==> src/arcade_cfg.svh <==
`ifndef ARCADE_CFG_SVH
`define ARCADE_CFG_SVH

// byte address width of the ROM download, word address is one bit narrower
`define ROM_ADDR_BITS 12

// store FIFO depth and loader starting credits
`define ROM_CREDITS 4

// cycles an entry sits at the FIFO head before the RAM write
`define STORE_WAIT 3

// rotary step divider width, normal tick every 2**N cycles
`define ROTARY_DIV_BITS 10

`endif
==> src/arcade_pkg.sv <==
`include "arcade_cfg.svh"

package arcade_pkg;

	// decoded download stream, one byte per wr pulse
	typedef struct packed {
		logic                      downloading;
		logic                      wr;
		logic [`ROM_ADDR_BITS-1:0] addr;
		logic [7:0]                dout;
	} ioctl_t;

	// one 16-bit word write towards the ROM store
	typedef struct packed {
		logic                      valid;
		logic [`ROM_ADDR_BITS-2:0] addr;
		logic [15:0]               data;
	} rom_wr_t;

	// user_io joystick byte, bit 0 is right, active high
	typedef struct packed {
		logic fire_d;
		logic fire_c;
		logic fire_b;
		logic fire_a;
		logic up;
		logic down;
		logic left;
		logic right;
	} joy_t;

	typedef struct packed {
		logic coin1;
		logic coin2;
		logic start1;
		logic start2;
	} sys_btn_t;

	// controls as the game core sees them, active low
	typedef struct packed {
		logic fire_b;
		logic fire_a;
		logic up;
		logic down;
		logic left;
		logic right;
	} player_t;

	typedef struct packed {
		logic        core_reset;
		logic        rotary_fast;
		logic        rotate;
		logic        joyswap;
		logic        service;
		logic [23:0] dip_sw;
	} core_cfg_t;

	typedef enum logic [1:0] {
		LD_WAIT_LOW,
		LD_WAIT_HIGH,
		LD_HOLD
	} loader_state_e;

	typedef enum logic [1:0] {
		ROT_NONE,
		ROT_LEFT,
		ROT_RIGHT
	} rot_dir_e;

endpackage

==> src/input_mapper.sv <==
`timescale 1ns/1ps

module input_mapper (
	input  logic [31:0]           status,
	input  arcade_pkg::joy_t      joy0,
	input  arcade_pkg::joy_t      joy1,
	input  arcade_pkg::sys_btn_t  sys_btn,
	output arcade_pkg::core_cfg_t cfg,
	output arcade_pkg::player_t   p1,
	output arcade_pkg::player_t   p2,
	output logic [1:0]            coins_n,
	output logic [1:0]            starts_n,
	output logic                  service_n,
	output arcade_pkg::rot_dir_e  p1_dir,
	output arcade_pkg::rot_dir_e  p2_dir
);
	import arcade_pkg::*;

	joy_t j1;
	joy_t j2;

	// rotate turns the stick a quarter clockwise for the vertical screen
	function automatic player_t map_player(input joy_t j, input logic rot);
		player_t p;
		if (rot) begin
			p.up = ~j.right;
			p.right = ~j.down;
			p.down = ~j.left;
			p.left = ~j.up;
		end else begin
			p.up = ~j.up;
			p.right = ~j.right;
			p.down = ~j.down;
			p.left = ~j.left;
		end
		p.fire_a = ~j.fire_a;
		p.fire_b = ~j.fire_b;
		return p;
	endfunction

	// fire_c has priority over fire_d
	function automatic rot_dir_e map_dir(input joy_t j);
		if (j.fire_c)
			return ROT_LEFT;
		else if (j.fire_d)
			return ROT_RIGHT;
		return ROT_NONE;
	endfunction

	assign cfg.core_reset = status[0];
	assign cfg.rotary_fast = status[1];
	assign cfg.rotate = status[2];
	assign cfg.joyswap = status[6];
	assign cfg.service = status[7];
	assign cfg.dip_sw = ~status[31:8];

	assign j1 = cfg.joyswap ? joy1 : joy0;
	assign j2 = cfg.joyswap ? joy0 : joy1;

	assign p1 = map_player(j1, cfg.rotate);
	assign p2 = map_player(j2, cfg.rotate);
	assign p1_dir = map_dir(j1);
	assign p2_dir = map_dir(j2);

	assign coins_n = ~{sys_btn.coin2, sys_btn.coin1};
	assign starts_n = ~{sys_btn.start2, sys_btn.start1};
	assign service_n = ~cfg.service;

endmodule

==> config.mk <==
export PLATFORM = sky130hd
export DESIGN_NAME = input_mapper
export DESIGN_NICKNAME = d
export VERILOG_FILES = /design/src/arcade_pkg.sv /design/src/input_mapper.sv
export VERILOG_INCLUDE_DIRS = /design/src
export SDC_FILE = /design/constraint.sdc
export NUM_CORES = 1
export LEC_CHECK = 0
export ABC_AREA = 1
export BUFFER_PORTS_ARGS = -buffer_cell sky130_fd_sc_hd__buf_2
export CAP_MARGIN = 20
export CORE_MARGIN = 1.5
export CORE_UTILIZATION = 28
export DETAILED_ROUTE_END_ITERATION = 8
export GPL_TIMING_DRIVEN = 0
export PLACE_DENSITY_LB_ADDON = 0.08
export SYNTH_ARGS = -nofsm -noshare
export SYNTH_HDL_FRONTEND = slang
export SYNTH_SLANG_ARGS = --single-unit
==> constraint.sdc <==
create_clock -name vclk -period 1.1
set_input_delay 0.055 -clock vclk [all_inputs]
set_output_delay 0.055 -clock vclk [all_outputs]
set_load 0.02 [all_outputs]
==> impl_metrics.tcl <==
set metrics [dict create \
    status "finished clean" \
    syn_nets 162 \
    ys_seq_area_share_pct 0 \
    port_buffers 95 \
    worstPathRequired_ns 1.04 \
    wl_met3_um 258 \
    rsz0062_at_grt "false" \
    final_antenna_net_count 0 \
    maxUsedRoutingLayer "met3" \
    maxClockFrequency_ghz 1.18 \
    area_growth_syn_to_layout_pct 100 \
    start_util_pct 31.3 \
    drc 0 \
    hold_path_depth 2 \
    yosys.cell_types.count 9 \
    place_congestion 0.797 \
    drt_iter0_markers 8 \
    rows 14 \
    layout_min_cycle_time_ns 0.850 \
    flops_and_latches 0 \
    maxSlewHeadroom_pct 83.9 \
    fp.dieArea_um2 2030 \
    grt_pass1_wl_um 2330 \
    layout_setup_ws_ns 0.250 \
    wl_per_cell_um 7.87 \
    crit_start "status[2]" \
    vdd_drop_max_v 0.000258 \
    track_usage_pct 14.2 \
    fin_crit_sh_pct 77.3 \
    post_cts_buffers 0 \
    tns_ns 0 \
    fin_nets 259 \
    diodes 0 \
    final_core_util_pct 62.8 \
    core_area_um2 1580 \
    tightest_slew_ns 0.241 \
    chipWidth_um 45.0 \
    vias 931 \
    p_per_area_nw_per_um2 509 \
    yosysWarnings 0 \
    syn-cell-area_um2 494 \
    hold_violations 0 \
    ff_latch_area_um2 0 \
    post-route-cell-area_um2 990 \
    synth.avg_cell_area_um2 4.49 \
    postCtsHoldBufs 0 \
    clkbuf_count 0 \
    wl_met2_um 858 \
    cap_violations 0 \
    place_area_um2 990 \
    p_leak_uw 0.000791 \
    min-delay-start "status[0]" \
    criticalPathCategory "in2out" \
    cts_resized 0 \
    hp-class "in2out" \
    critPathLaunchType "input pin" \
    drive_gt1_share_pct 54.1 \
    pre_cts_slack_ns 0.263 \
    drt_wl_total_um 1740 \
    critPathArrivalTime_ns 0.80 \
    ios 102 \
    slew_viol_final 0 \
    dp_hpwl_um 1570 \
    viasPerCell 4.21 \
    grt_pass1_vias 675 \
    worstPathMaxFanout 9 \
    dr.pass1.iters 4 \
    dieHeight_um 45.0 \
    wl_met1_um 623 \
    setup_viol 0 \
    postSynthCellCount 110 \
    worstSetupEndpointType "output pin" \
    grt.overflow.total 0 \
    grt_max_degree 11 \
    antenna_found_initial 0 \
]
==> final timing paths <==
check | to | slack (ns)
worst min-delay path | cfg[28] | 0.33
worst max-delay path | p1[1] | 0.25
==> metrics by stage <==
stage / cells / hold WS, ns / power, µW
3_5_place_dp: 221 / 0.329 / 508
6_report: 221 / 0.328 / 503
2_1_floorplan: 110 / 0.187 / 302
5_1_grt: 221 / 0.332 / 551
4_1_cts: 221 / 0.329 / 509
3_3_place_gp: 221 / 0.329 / 502
==> power breakdown <==
part           leakage [µW]  switching (µW)  internal, µW
clock network             0               0             0
logic              0.000791             302           201
registers                 0               0             0
==> cells in the final DEF, fill, tap and decap left out, drive strengths merged <==
cell type / n
buf: 104
nand2: 42
nand3: 16
inv: 39
o21ai: 4
==> cells by family after synthesis <==
family	count (synthesis)	share of synthesized area, %
AO/OA/AOI/OAI	4	4.05
buffers and inverters	48	44.8
AND/OR/NAND/NOR	58	51.1
==> critical path: stages <==
cell and delay [ns]:
buf_2 0.16, inv_1 0.21, nand3_1 0.12, nand2_1 0.09, buf_2 0.16
==> routing by layer <==
| layer | global-route usage, % | vias up |
|---|---|---|
| met5 | 0 | - |
| met4 | 0 | 0 |
| met3 | 1.60 | 0 |
| met2 | 28.3 | 66 |
| met1 | 16.9 | 369 |
| li1 | - | 496 |
==> layout make-up <==
class	count	area [µm²]
Multi-Input combinational cell	62	273
Inverter	39	149
Timing Repair Buffer	95	475
Buffer	9	72.6
Tap cell	16	20.0
Fill cell	183	587
==> cell usage after synthesis <==
| cell type | number | area [µm²] |
|---|---|---|
| nand2_2 | 6 | 37.5 |
| inv_1 | 38 | 143 |
| buf_4 | 6 | 45.0 |
| nand2_1 | 36 | 135 |
| o21ai_0 | 4 | 20.0 |
| buf_6 | 2 | 22.5 |
| inv_4 | 1 | 6.26 |
| buf_2 | 1 | 5.00 |
| nand3_1 | 16 | 80.1 |
Power figures use the tool's default switching activity.
