===== config.mk =====
export PLATFORM = sky130hd
export DESIGN_NAME = rotary_encoder
export DESIGN_NICKNAME = d
export VERILOG_FILES = /design/src/arcade_pkg.sv /design/src/rotary_encoder.sv
export VERILOG_INCLUDE_DIRS = /design/src
export SDC_FILE = /design/constraint.sdc
export NUM_CORES = 1
export LEC_CHECK = 0
export BUFFER_PORTS_ARGS = -buffer_cell sky130_fd_sc_hd__clkbuf_2
export CAP_MARGIN = 20
export CORE_UTILIZATION = 58
export CTS_CLUSTER_DIAMETER = 30
export DETAILED_ROUTE_END_ITERATION = 8
export PLACE_DENSITY = 0.82
export SYNTH_ARGS = -nofsm -noshare
export SYNTH_HDL_FRONTEND = slang
export SYNTH_SLANG_ARGS = --single-unit

===== constraint.sdc =====
create_clock -name clock_49 -period 4.35 [get_ports clock_49]
set_input_delay 0.87 -clock clock_49 [delete_from_list [all_inputs] [get_ports clock_49]]
set_output_delay 0.87 -clock clock_49 [all_outputs]
set_load 0.02 [all_outputs]

===== src/arcade_cfg.svh =====
`ifndef ARCADE_CFG_SVH
`define ARCADE_CFG_SVH

// byte address width of the ROM download, word address is one bit narrower
`define ROM_ADDR_BITS 12

// store FIFO depth and loader starting credits
`define ROM_CREDITS 4

// cycles an entry sits at the FIFO head before the RAM write
`define STORE_WAIT 3

// rotary step divider width, normal tick every 2**N cycles
`define ROTARY_DIV_BITS 10

`endif

===== src/arcade_pkg.sv =====
`include "arcade_cfg.svh"

package arcade_pkg;

	// decoded download stream, one byte per wr pulse
	typedef struct packed {
		logic                      downloading;
		logic                      wr;
		logic [`ROM_ADDR_BITS-1:0] addr;
		logic [7:0]                dout;
	} ioctl_t;

	// one 16-bit word write towards the ROM store
	typedef struct packed {
		logic                      valid;
		logic [`ROM_ADDR_BITS-2:0] addr;
		logic [15:0]               data;
	} rom_wr_t;

	// user_io joystick byte, bit 0 is right, active high
	typedef struct packed {
		logic fire_d;
		logic fire_c;
		logic fire_b;
		logic fire_a;
		logic up;
		logic down;
		logic left;
		logic right;
	} joy_t;

	typedef struct packed {
		logic coin1;
		logic coin2;
		logic start1;
		logic start2;
	} sys_btn_t;

	// controls as the game core sees them, active low
	typedef struct packed {
		logic fire_b;
		logic fire_a;
		logic up;
		logic down;
		logic left;
		logic right;
	} player_t;

	typedef struct packed {
		logic        core_reset;
		logic        rotary_fast;
		logic        rotate;
		logic        joyswap;
		logic        service;
		logic [23:0] dip_sw;
	} core_cfg_t;

	typedef enum logic [1:0] {
		LD_WAIT_LOW,
		LD_WAIT_HIGH,
		LD_HOLD
	} loader_state_e;

	typedef enum logic [1:0] {
		ROT_NONE,
		ROT_LEFT,
		ROT_RIGHT
	} rot_dir_e;

endpackage


===== src/rotary_encoder.sv =====
`timescale 1ns/1ps
`include "arcade_cfg.svh"

module rotary_encoder (
	input  logic                 clock_49,
	input  logic                 rst_n,
	input  logic                 fast,
	input  logic [1:0]           is_bootleg,
	input  arcade_pkg::rot_dir_e p1_dir,
	input  arcade_pkg::rot_dir_e p2_dir,
	output logic [7:0]           p1_rotary,
	output logic [7:0]           p2_rotary
);
	import arcade_pkg::*;

	logic [`ROTARY_DIV_BITS-1:0] div_cnt;
	logic                        tick;
	logic                        bootleg;
	logic [7:0]                  ring1;
	logic [7:0]                  ring2;

	// one-hot ring, rotation wraps 80 <-> 01 by itself
	function automatic logic [7:0] step_ring(input logic [7:0] ring, input rot_dir_e dir);
		case (dir)
			ROT_LEFT:  step_ring = {ring[6:0], ring[7]};
			ROT_RIGHT: step_ring = {ring[0], ring[7:1]};
			default:   step_ring = ring;
		endcase
	endfunction

	// fast mode ignores the top divider bit, doubling the rate
	assign tick = (div_cnt == '0) ||
		(fast && div_cnt[`ROTARY_DIV_BITS-2:0] == '0);

	always_ff @(posedge clock_49 or negedge rst_n) begin
		if (!rst_n) begin
			div_cnt <= '0;
		end else begin
			div_cnt <= div_cnt + 1'b1;
		end
	end

	always_ff @(posedge clock_49 or negedge rst_n) begin
		if (!rst_n) begin
			ring1 <= 8'h01;
			ring2 <= 8'h01;
		end else if (tick) begin
			ring1 <= step_ring(ring1, p1_dir);
			ring2 <= step_ring(ring2, p2_dir);
		end
	end

	// bootleg boards have no rotary hardware, rings keep their position
	assign bootleg = (is_bootleg == 2'b01);
	assign p1_rotary = bootleg ? 8'hFF : ring1;
	assign p2_rotary = bootleg ? 8'hFF : ring2;

endmodule


==> flow_summary.json <==
{
  "outcome": "finished, final reports clean",
  "arrival_ns": 1.71,
  "synth_top_area_cell": "dfrtp_1",
  "synthFlopType": "dfrtp_1",
  "ctsHoldBuffers": 0,
  "reg2reg_from": "div_cnt[0]$_DFF_PN0_",
  "drtAntennaViolNets": 0,
  "grt_pass1_wl_mm": 4.105,
  "hold_violations": 0,
  "die_area_um2": 2594,
  "synth_edf_count": 0,
  "synth.most_common_cell": "mux2_2",
  "cts_resized": 0,
  "drv_cap": 0,
  "switching_share_pct": 24.47,
  "min_period_over_period_pct": 59.22,
  "syn_area_um2": 1389,
  "first_pass_iters": 4,
  "floorplan.rows": 17,
  "critical_path_class": "in -> out",
  "p_switching_mw": 0.09317,
  "ys_top_cells_by_count": "mux2_2 (32), dfrtp_1 (24), nand2b_1 (17)",
  "start_util_pct": 62.18,
  "slew_viol_final": 0,
  "slowest_stage": "nand2b_1",
  "path_clk_slew_ns": 0.13,
  "post_drt_wl_per_cell_um": 14.51,
  "hold_class": "reg -> reg",
  "clock-sinks": 26,
  "fin_setup_tns_ns": 0,
  "antenna_found_initial": 0,
  "start_kind": "primary input",
  "power.density_nw_per_um2": 244.8,
  "p_total_mw": 0.3807,
  "wl_mm": 2.321,
  "drt_iter0_drc": 8,
  "startpoint": "is_bootleg[1]",
  "final_nets": 147,
  "cts_tree": "built",
  "cts_made_buffers": 3,
  "rrSetupSlack_ns": 2.12,
  "syn_area_per_cell_um2": 12.86,
  "cts_setup_buffers": 0,
  "max_clock_freq_mhz": 388.2,
  "drc": 0,
  "grt_max_degree": 27,
  "clock_path_buffers": 2,
  "max_stage_delay_ns": 0.37,
  "cts-root-buf": "clkbuf_4",
  "clock_skew_ns": 0.001562,
  "synth_cell_types": 19,
  "clkPwrFrac_pct": 26.1,
  "peakVddDrop_mv": 0.2072,
  "grt_use_total_pct": 21.84,
  "worst_pin_slew_ns": 0.6465,
  "num_vias": 866,
  "synth-seq-area-share_pct": 47.03,
  "io_pins": 25,
  "setup_viol": 0,
  "num-fill-cells": 178,
  "grt_pass1_vias": 903,
  "hold_path.startpoint": "div_cnt[0]$_DFF_PN0_",
  "leakagePower_nw": 0.8151,
  "dp_hpwl_mm": 1.770,
  "placed_cell_area_um2": 1533,
  "cp_max_fo": 16,
  "yosysWarnings": 0,
  "synth_cells": 108,
  "async_flop_share_pct": 100.0,
  "h-tree-depth": 1,
  "period_needed_ns": 2.576,
  "relSlewSlack_pct": 56.90,
  "fin_area_um2": 1555,
  "num_antenna_cells": 0,
  "numPortBuffers": 24,
  "dieWidth_um": 50.94,
  "drive_above_1_share_pct": 48.48,
  "place.gp.congestion": 0.7943,
  "p_comb_share_pct": 10.4,
  "rsz0062_at_grt": "no",
  "crit_chain": "clkbuf_2 > nand2b_1 > nand2b_1 > clkbuf_2",
  "worstPathRequired_ns": 3.48,
  "seqPwrFrac_pct": 63.5,
  "vias_per_cell": 5.413,
  "fp.dieH_um": 50.94,
  "yosys.area.top_type_share_pct": 43.24,
  "ys_ff_latch": 26,
  "core_area_um2": 2233,
  "grt_overflow": 0,
  "area_growth_pct": 11.98,
  "p_int_mw": 0.2875,
  "yosys-top-cells-area": "dfrtp_1 (43%), mux2_2 (26%), nand2b_1 (7.7%), dfstp_2 (3.8%), xnor2_1 (3.8%)",
  "clk_latency_ns": 0.31,
  "syn_nets": 121,
  "end_kind": "primary output"
}
[routing by layer]
| layer | vias to the layer above | GRT usage, % | share of wire, % |
|---|---|---|---|
| met3 | 2 | 1.786 | 2.5 |
| met2 | 13 | 39.91 | 53 |
| met4 | 0 | 9.722 | 0.69 |
| met5 | - | 0 | 0 |
| met1 | 430 | 25.83 | 43 |
| li1 | 421 | - | - |
[power by group through the flow]
| stage | Combinational (mW) | Sequential, mW | Clock [mW] |
|---|---|---|---|
| after floorplan | 0.0231 | 0.246 | 0 |
| final | 0.0395 | 0.242 | 0.0993 |
| after global placement | 0.0395 | 0.246 | 0 |
| after detailed placement | 0.0404 | 0.246 | 0 |
| after global routing | 0.0434 | 0.242 | 0.111 |
| after CTS | 0.0406 | 0.242 | 0.102 |
[final cells by class]
class | count | area, µm² | share of cell area [%]
inverter | 4 | 15.01 | 0.9654
clock buffer | 3 | 22.52 | 1.448
sequential | 26 | 653.1 | 42.00
tap | 28 | 35.03 | 2.253
multi-input combinational | 75 | 709.4 | 45.62
timing repair buffer | 24 | 120.1 | 7.723
[kinds of logic (layout without fill, tap and decap cells)]
group	Yosys count	after routing	synth area share (%)
xor gates and xnor gates	8	8	5.045
adders and majority gates	4	4	3.604
buffers and inverters	7	31	1.892
DFF	26	26	47.03
muxes	32	32	25.95
and+or+nand+nor	31	31	16.49
[final timing paths]
path,to,cells after the start
max,p2_rotary[4],4
min,div_cnt[0]$_DFF_PN0_,1
max reg2reg,ring2[4]$_DFFE_PN0P_,5
min reg2reg,div_cnt[0]$_DFF_PN0_,1
max in group asynchronous,ring2[1]$_DFFE_PN0P_,1
min in group asynchronous,ring1[1]$_DFFE_PN0P_,1
[critical path: cells and delay by family]
family	cells	cell delay (ns)
buffers and inverters	2	0.26
and+or+nand+nor	2	0.57
[sequential cells by signal, summed over array words and instances, names as in the netlist]
| register | cells |
|---|---|
| div_cnt | 10 |
| ring1 | 8 |
| ring2 | 8 |
[through the flow]
step / utilization, % / hold slack [ns] / cells / worst slack [ns]
after floorplan: - / 0.4338 / 108 / 1.932
final: 69.64 / 0.4754 / 160 / 1.774
after global placement: 68.63 / 0.4523 / 157 / 1.800
after detailed placement: 68.63 / 0.4604 / 157 / 1.755
after global routing: 69.64 / 0.5022 / 160 / 1.649
after CTS: 69.64 / 0.4789 / 160 / 1.749
[layout by cell type (no fill, tap or decap)]
master,instances
mux2_2,32
dfrtp_1,24
clkbuf_2,24
nand2b_1,17
xnor2_1,6
inv_1,4
ha_1,4
nand3_1,3
clkbuf_4,3
and3_1,2
nand4_1,2
xor2_1,2
nor4_4,2
dfstp_2,2
and4_1,1
nand2_1,1
or4b_4,1
nor2b_1,1
or4_1,1
(Power assumes the default switching activity.)
