`src/arcade_cfg.svh`:
```
`ifndef ARCADE_CFG_SVH
`define ARCADE_CFG_SVH

// byte address width of the ROM download, word address is one bit narrower
`define ROM_ADDR_BITS 12

// store FIFO depth and loader starting credits
`define ROM_CREDITS 4

// cycles an entry sits at the FIFO head before the RAM write
`define STORE_WAIT 3

// rotary step divider width, normal tick every 2**N cycles
`define ROTARY_DIV_BITS 10

`endif
```
`src/arcade_pkg.sv`:
```
`include "arcade_cfg.svh"

package arcade_pkg;

	// decoded download stream, one byte per wr pulse
	typedef struct packed {
		logic                      downloading;
		logic                      wr;
		logic [`ROM_ADDR_BITS-1:0] addr;
		logic [7:0]                dout;
	} ioctl_t;

	// one 16-bit word write towards the ROM store
	typedef struct packed {
		logic                      valid;
		logic [`ROM_ADDR_BITS-2:0] addr;
		logic [15:0]               data;
	} rom_wr_t;

	// user_io joystick byte, bit 0 is right, active high
	typedef struct packed {
		logic fire_d;
		logic fire_c;
		logic fire_b;
		logic fire_a;
		logic up;
		logic down;
		logic left;
		logic right;
	} joy_t;

	typedef struct packed {
		logic coin1;
		logic coin2;
		logic start1;
		logic start2;
	} sys_btn_t;

	// controls as the game core sees them, active low
	typedef struct packed {
		logic fire_b;
		logic fire_a;
		logic up;
		logic down;
		logic left;
		logic right;
	} player_t;

	typedef struct packed {
		logic        core_reset;
		logic        rotary_fast;
		logic        rotate;
		logic        joyswap;
		logic        service;
		logic [23:0] dip_sw;
	} core_cfg_t;

	typedef enum logic [1:0] {
		LD_WAIT_LOW,
		LD_WAIT_HIGH,
		LD_HOLD
	} loader_state_e;

	typedef enum logic [1:0] {
		ROT_NONE,
		ROT_LEFT,
		ROT_RIGHT
	} rot_dir_e;

endpackage

```
`src/rom_loader.sv`:
```
`timescale 1ns/1ps
`include "arcade_cfg.svh"

module rom_loader (
	input  logic                clock_49,
	input  logic                rst_n,
	input  arcade_pkg::ioctl_t  ioctl,
	input  logic                status_reset,
	input  logic                credit_ret,
	output arcade_pkg::rom_wr_t wr,
	output logic                dl_ready,
	output logic                core_reset_n
);
	import arcade_pkg::*;

	localparam int CREDIT_BITS = $clog2(`ROM_CREDITS + 1);

	loader_state_e             state;
	logic [CREDIT_BITS-1:0]    credit_cnt;
	logic [7:0]                lo_byte;
	logic [7:0]                hi_byte;
	logic [`ROM_ADDR_BITS-2:0] word_addr;
	logic                      downloading_d;
	logic                      rom_loaded;
	logic                      byte_wr;
	logic                      send;

	assign byte_wr = ioctl.downloading & ioctl.wr;
	// a word leaves as soon as one credit is free
	assign send = (state == LD_HOLD) && (credit_cnt != '0);
	assign dl_ready = (state != LD_HOLD);

	assign wr.valid = send;
	assign wr.addr = word_addr;
	assign wr.data = {hi_byte, lo_byte};

	always_ff @(posedge clock_49 or negedge rst_n) begin
		if (!rst_n) begin
			state <= LD_WAIT_LOW;
		end else begin
			case (state)
				LD_WAIT_LOW: begin
					if (byte_wr && !ioctl.addr[0])
						state <= LD_WAIT_HIGH;
				end
				LD_WAIT_HIGH: begin
					// even byte again restarts the pair
					if (byte_wr && ioctl.addr[0])
						state <= LD_HOLD;
				end
				default: begin
					if (send)
						state <= LD_WAIT_LOW;
				end
			endcase
		end
	end

	always_ff @(posedge clock_49) begin
		if (byte_wr && state != LD_HOLD) begin
			if (!ioctl.addr[0]) begin
				lo_byte <= ioctl.dout;
			end else begin
				hi_byte <= ioctl.dout;
				word_addr <= ioctl.addr[`ROM_ADDR_BITS-1:1];
			end
		end
	end

	always_ff @(posedge clock_49 or negedge rst_n) begin
		if (!rst_n) begin
			credit_cnt <= CREDIT_BITS'(`ROM_CREDITS);
		end else if (send && !credit_ret) begin
			credit_cnt <= credit_cnt - 1'b1;
		end else if (credit_ret && !send) begin
			credit_cnt <= credit_cnt + 1'b1;
		end
	end

	// end of download arms the core, menu reset holds it
	always_ff @(posedge clock_49 or negedge rst_n) begin
		if (!rst_n) begin
			downloading_d <= 1'b0;
			rom_loaded <= 1'b0;
			core_reset_n <= 1'b0;
		end else begin
			downloading_d <= ioctl.downloading;
			if (downloading_d && !ioctl.downloading)
				rom_loaded <= 1'b1;
			core_reset_n <= ~(status_reset | ~rom_loaded);
		end
	end

endmodule

```
`config.mk`:
```
export PLATFORM = sky130hd
export DESIGN_NAME = rom_loader
export DESIGN_NICKNAME = d
export VERILOG_FILES = /design/src/arcade_pkg.sv /design/src/rom_loader.sv
export VERILOG_INCLUDE_DIRS = /design/src
export SDC_FILE = /design/constraint.sdc
export NUM_CORES = 1
export LEC_CHECK = 0
export BUFFER_PORTS_ARGS = -buffer_cell sky130_fd_sc_hd__buf_4
export CORE_MARGIN = 8
export CORE_UTILIZATION = 37
export DETAILED_ROUTE_END_ITERATION = 7
export GPL_TIMING_DRIVEN = 0
export HOLD_SLACK_MARGIN = 0.12
export PLACE_DENSITY = 0.66
export SLEW_MARGIN = 20
export SYNTH_ARGS = -nofsm -noshare
export SYNTH_HDL_FRONTEND = slang
export SYNTH_SLANG_ARGS = --single-unit
```
`constraint.sdc`:
```
create_clock -name clock_49 -period 2.11 [get_ports clock_49]
set_input_delay 0.1055 -clock clock_49 [delete_from_list [all_inputs] [get_ports clock_49]]
set_output_delay 0.1055 -clock clock_49 [all_outputs]
set_load 0.005 [all_outputs]
```
==> impl_results.md <==
* RSZ-0062 raised after global routing: false
* PnR worst setup slack at between 200 and 250 ps
* Core region area at about 3100 um2
* Vias in the first global route at just under 1000
* Final Critical Period at ~1900 ps
* CP required at 2350 ps
* WHS at around 260 ps
* Global-route wire length before repair at between 4000 and 5000 um
* Clock transition at the registers of the reported paths at around 90 ps
* Hold-fix buffers, CTS at 26
* M1 WL at 1180 um
* Clock Skews at 15.2 ps
* Dpl cell area at 1670 um2
* Most common cell after layout, fill and taps aside: buf_4
* Vias at roughly 850
* Area delta synth->final at 68.9%
* RD Place Congestion at 0.719
* Avg WL per Cell at 15.0 um
* Largest net degree at the start of global routing at 12
* Synth Net Count at 92
* Die Ht at around 73 um
* Post-synthesis sequential area ratio at 0.852
* Hold Path Class: input pin to async pin
* Max_slew headroom at 0.587
* Max Buffers Root-to-Sink at 2
* Detail Placement HPWL at approximately 1900 um
* CP endpoint kind: register
* Ys Warns at 0
* Vias per cell at approximately 4.3
* Pwr/cell area at 761 nW/um2
* CTS sink cnt at 35
* Die ar. at 5280 um2
* Most frequent cells in the layout: 56 x buf_4, 27 x edfxtp_1, 26 x dlygate4sd3_1
* CTS Root Buffer Type: clkbuf_4
* WL final at 2970 um
* Post_cts resized at 0
* Status: completed
* Data arrival, critical path at 2140 ps
* Largest stage delay, worst path at 410 ps
* Final layout net count at approximately 180
* Max frequency at 527 MHz
* Number of synthesized register bits at 35
* Starting density of the core at 0.389
* Port bufs at 55
* MaxCap Viol Count at 0
* Htree depth at 2
* Post-Synthesis Cell Area at 1190 um2
* Final hold violation count at 0
* LEAKAGE at 0.850 nW
* Post-route cell area at 2010 um2
* Initial DRC Count at 39
* Fraction of final layout cells sized beyond drive strength 1 at 0.435
* Num CTS Buffers at 5
* Post-CTS setup buffer count at 0
* Grt ovf at 0
* Initial antenna violation count at 0
* # DRC at 0
* Layout Utilization at 0.657
* CP Cell Sequence: nand2b_2 > nor2_1 > ha_1 > inv_1 > fa_1 > xor2_1 > nor2_1 > xor2_1
* Die W at 72.7 um
* Peak supply drop at around 520 uV
* Crit path max-delay cell type: dfrtp_1
* RR Endpoint: credit_cnt[2]
* Cells after Synth at 64
* N_diodes at 0
* Startpoint types: register
* FF-to-FF Start: state[0]
* Critical-path maximum fanout at 4
* Final antenna-violating net count at 0
* Final setup fails at 0
* Slew @ Worst Pin at 617 ps
* Period utilisation layout at 0.899
* Cells on worst reg2reg path at 8
* Unique cell type count in the Yosys netlist at 18
* CP Class: register to register
* Syn avg cell area at 18.6 um2
* Site row count at 20
* Setup slack, reg-to-reg at around 210 ps
* Total track usage at 0.122
* Layout fillers at 218
* Pins over their slew limit at 0
* IO Count at 56
* Routed wire length on met2 at between 1000 and 1500 um
* Setup Slack @ Placement at roughly 230 ps
* Top Layer Used: met4
* CTS tree: done
* Router iterations before antenna repair at 4
* Worst-Skew Late Latency at between 300 and 400 ps
* Met3 Routed Length at a little under 300 um
==> where the power goes <==
| part | leakage (nW) | switching, mW | total, mW | internal, mW |
|---|---|---|---|---|
| combinational | 0.467 | 0.0953 | 0.233 | 0.137 |
| clock | 0.0426 | 0.206 | 0.449 | 0.244 |
| sequential | 0.340 | 0.0346 | 0.844 | 0.810 |
| total | 0.850 | 0.335 | 1.53 | 1.19 |
==> kinds of logic after synthesis <==
kind of cell             synth area share
AO/OA/AOI/OAI                      0.0295
XOR/XNOR                           0.0221
adder cells (fa/ha/maj)            0.0274
buffers and inverters              0.0253
flip-flops                          0.852
AND/OR/NAND/NOR                    0.0432
==> final cells by class <==
type,instances,area (um2),area share
Multi-Input combinational cell,22,148,0.0736
Buffer,1,7.51,0.00374
Timing Repair Buffer,82,684,0.341
Inverter,6,22.5,0.0112
Clock inverter,3,38.8,0.0193
Clock buffer,5,37.5,0.0187
Sequential cell,35,1010,0.505
Tap cell,44,55.1,0.0274
==> sequential cells by signal, indices dropped and copies added (netlist names) <==
signal         count
word_addr         11
hi_byte            8
lo_byte            8
credit_cnt         3
state              2
core_reset_n       1
downloading_d      1
rom_loaded         1
==> routing by layer <==
layer  up-vias  track usage
met5         -            0
met4         0       0.0556
met3         4       0.0549
met1       394        0.123
li1        403            -
met2        53        0.209
==> synth_stat cells <==
cell type / n / area (um2)
inv_1: 6 / 22.5
nand3_1: 1 / 5.00
xnor2_1: 1 / 8.76
fa_1: 1 / 20.0
xor2_1: 2 / 17.5
dfrtp_1: 7 / 175
edfxtp_1: 27 / 811
ha_1: 1 / 12.5
nand2_1: 3 / 11.3
nor2b_1: 1 / 6.26
o21ai_0: 4 / 20.0
nand2b_2: 1 / 8.76
o31ai_1: 1 / 7.51
a21o_1: 1 / 7.51
nor2_1: 4 / 15.0
nor3_1: 1 / 5.00
buf_4: 1 / 7.51
dfstp_2: 1 / 26.3
==> metrics by stage <==
stage / power, mW / TNS (ps) / instances
final: 1.53 / 0 / 198
after detailed placement: 1.05 / 0 / 164
after global routing: 1.61 / 0 / 198
after global placement: 1.04 / -892 / 163
after CTS: 1.54 / 0 / 198
after floorplan: 0.948 / 0 / 64
==> how the worst max path moves through the flow <==
stage | start | to | cells past startpoint
2_1_floorplan | state[0] | hi_byte[0] | 3
3_3_place_gp | state[0] | word_addr[4] | 3
3_5_place_dp | state[0] | credit_cnt[2] | 8
4_1_cts | state[0] | credit_cnt[2] | 8
5_1_grt | state[0] | credit_cnt[2] | 8
6_report | state[0] | credit_cnt[2] | 8
==> worst max-delay path: cells and delay by family (launching register included) <==
kind                     cells  cell delay (ps)
XOR/XNOR                     2              310
adder cells (fa/ha/maj)      2              570
buffers and inverters        1               60
flip-flops                   1              410
AND/OR/NAND/NOR              3              490
Note: power is estimated with default switching activity, not from simulation.
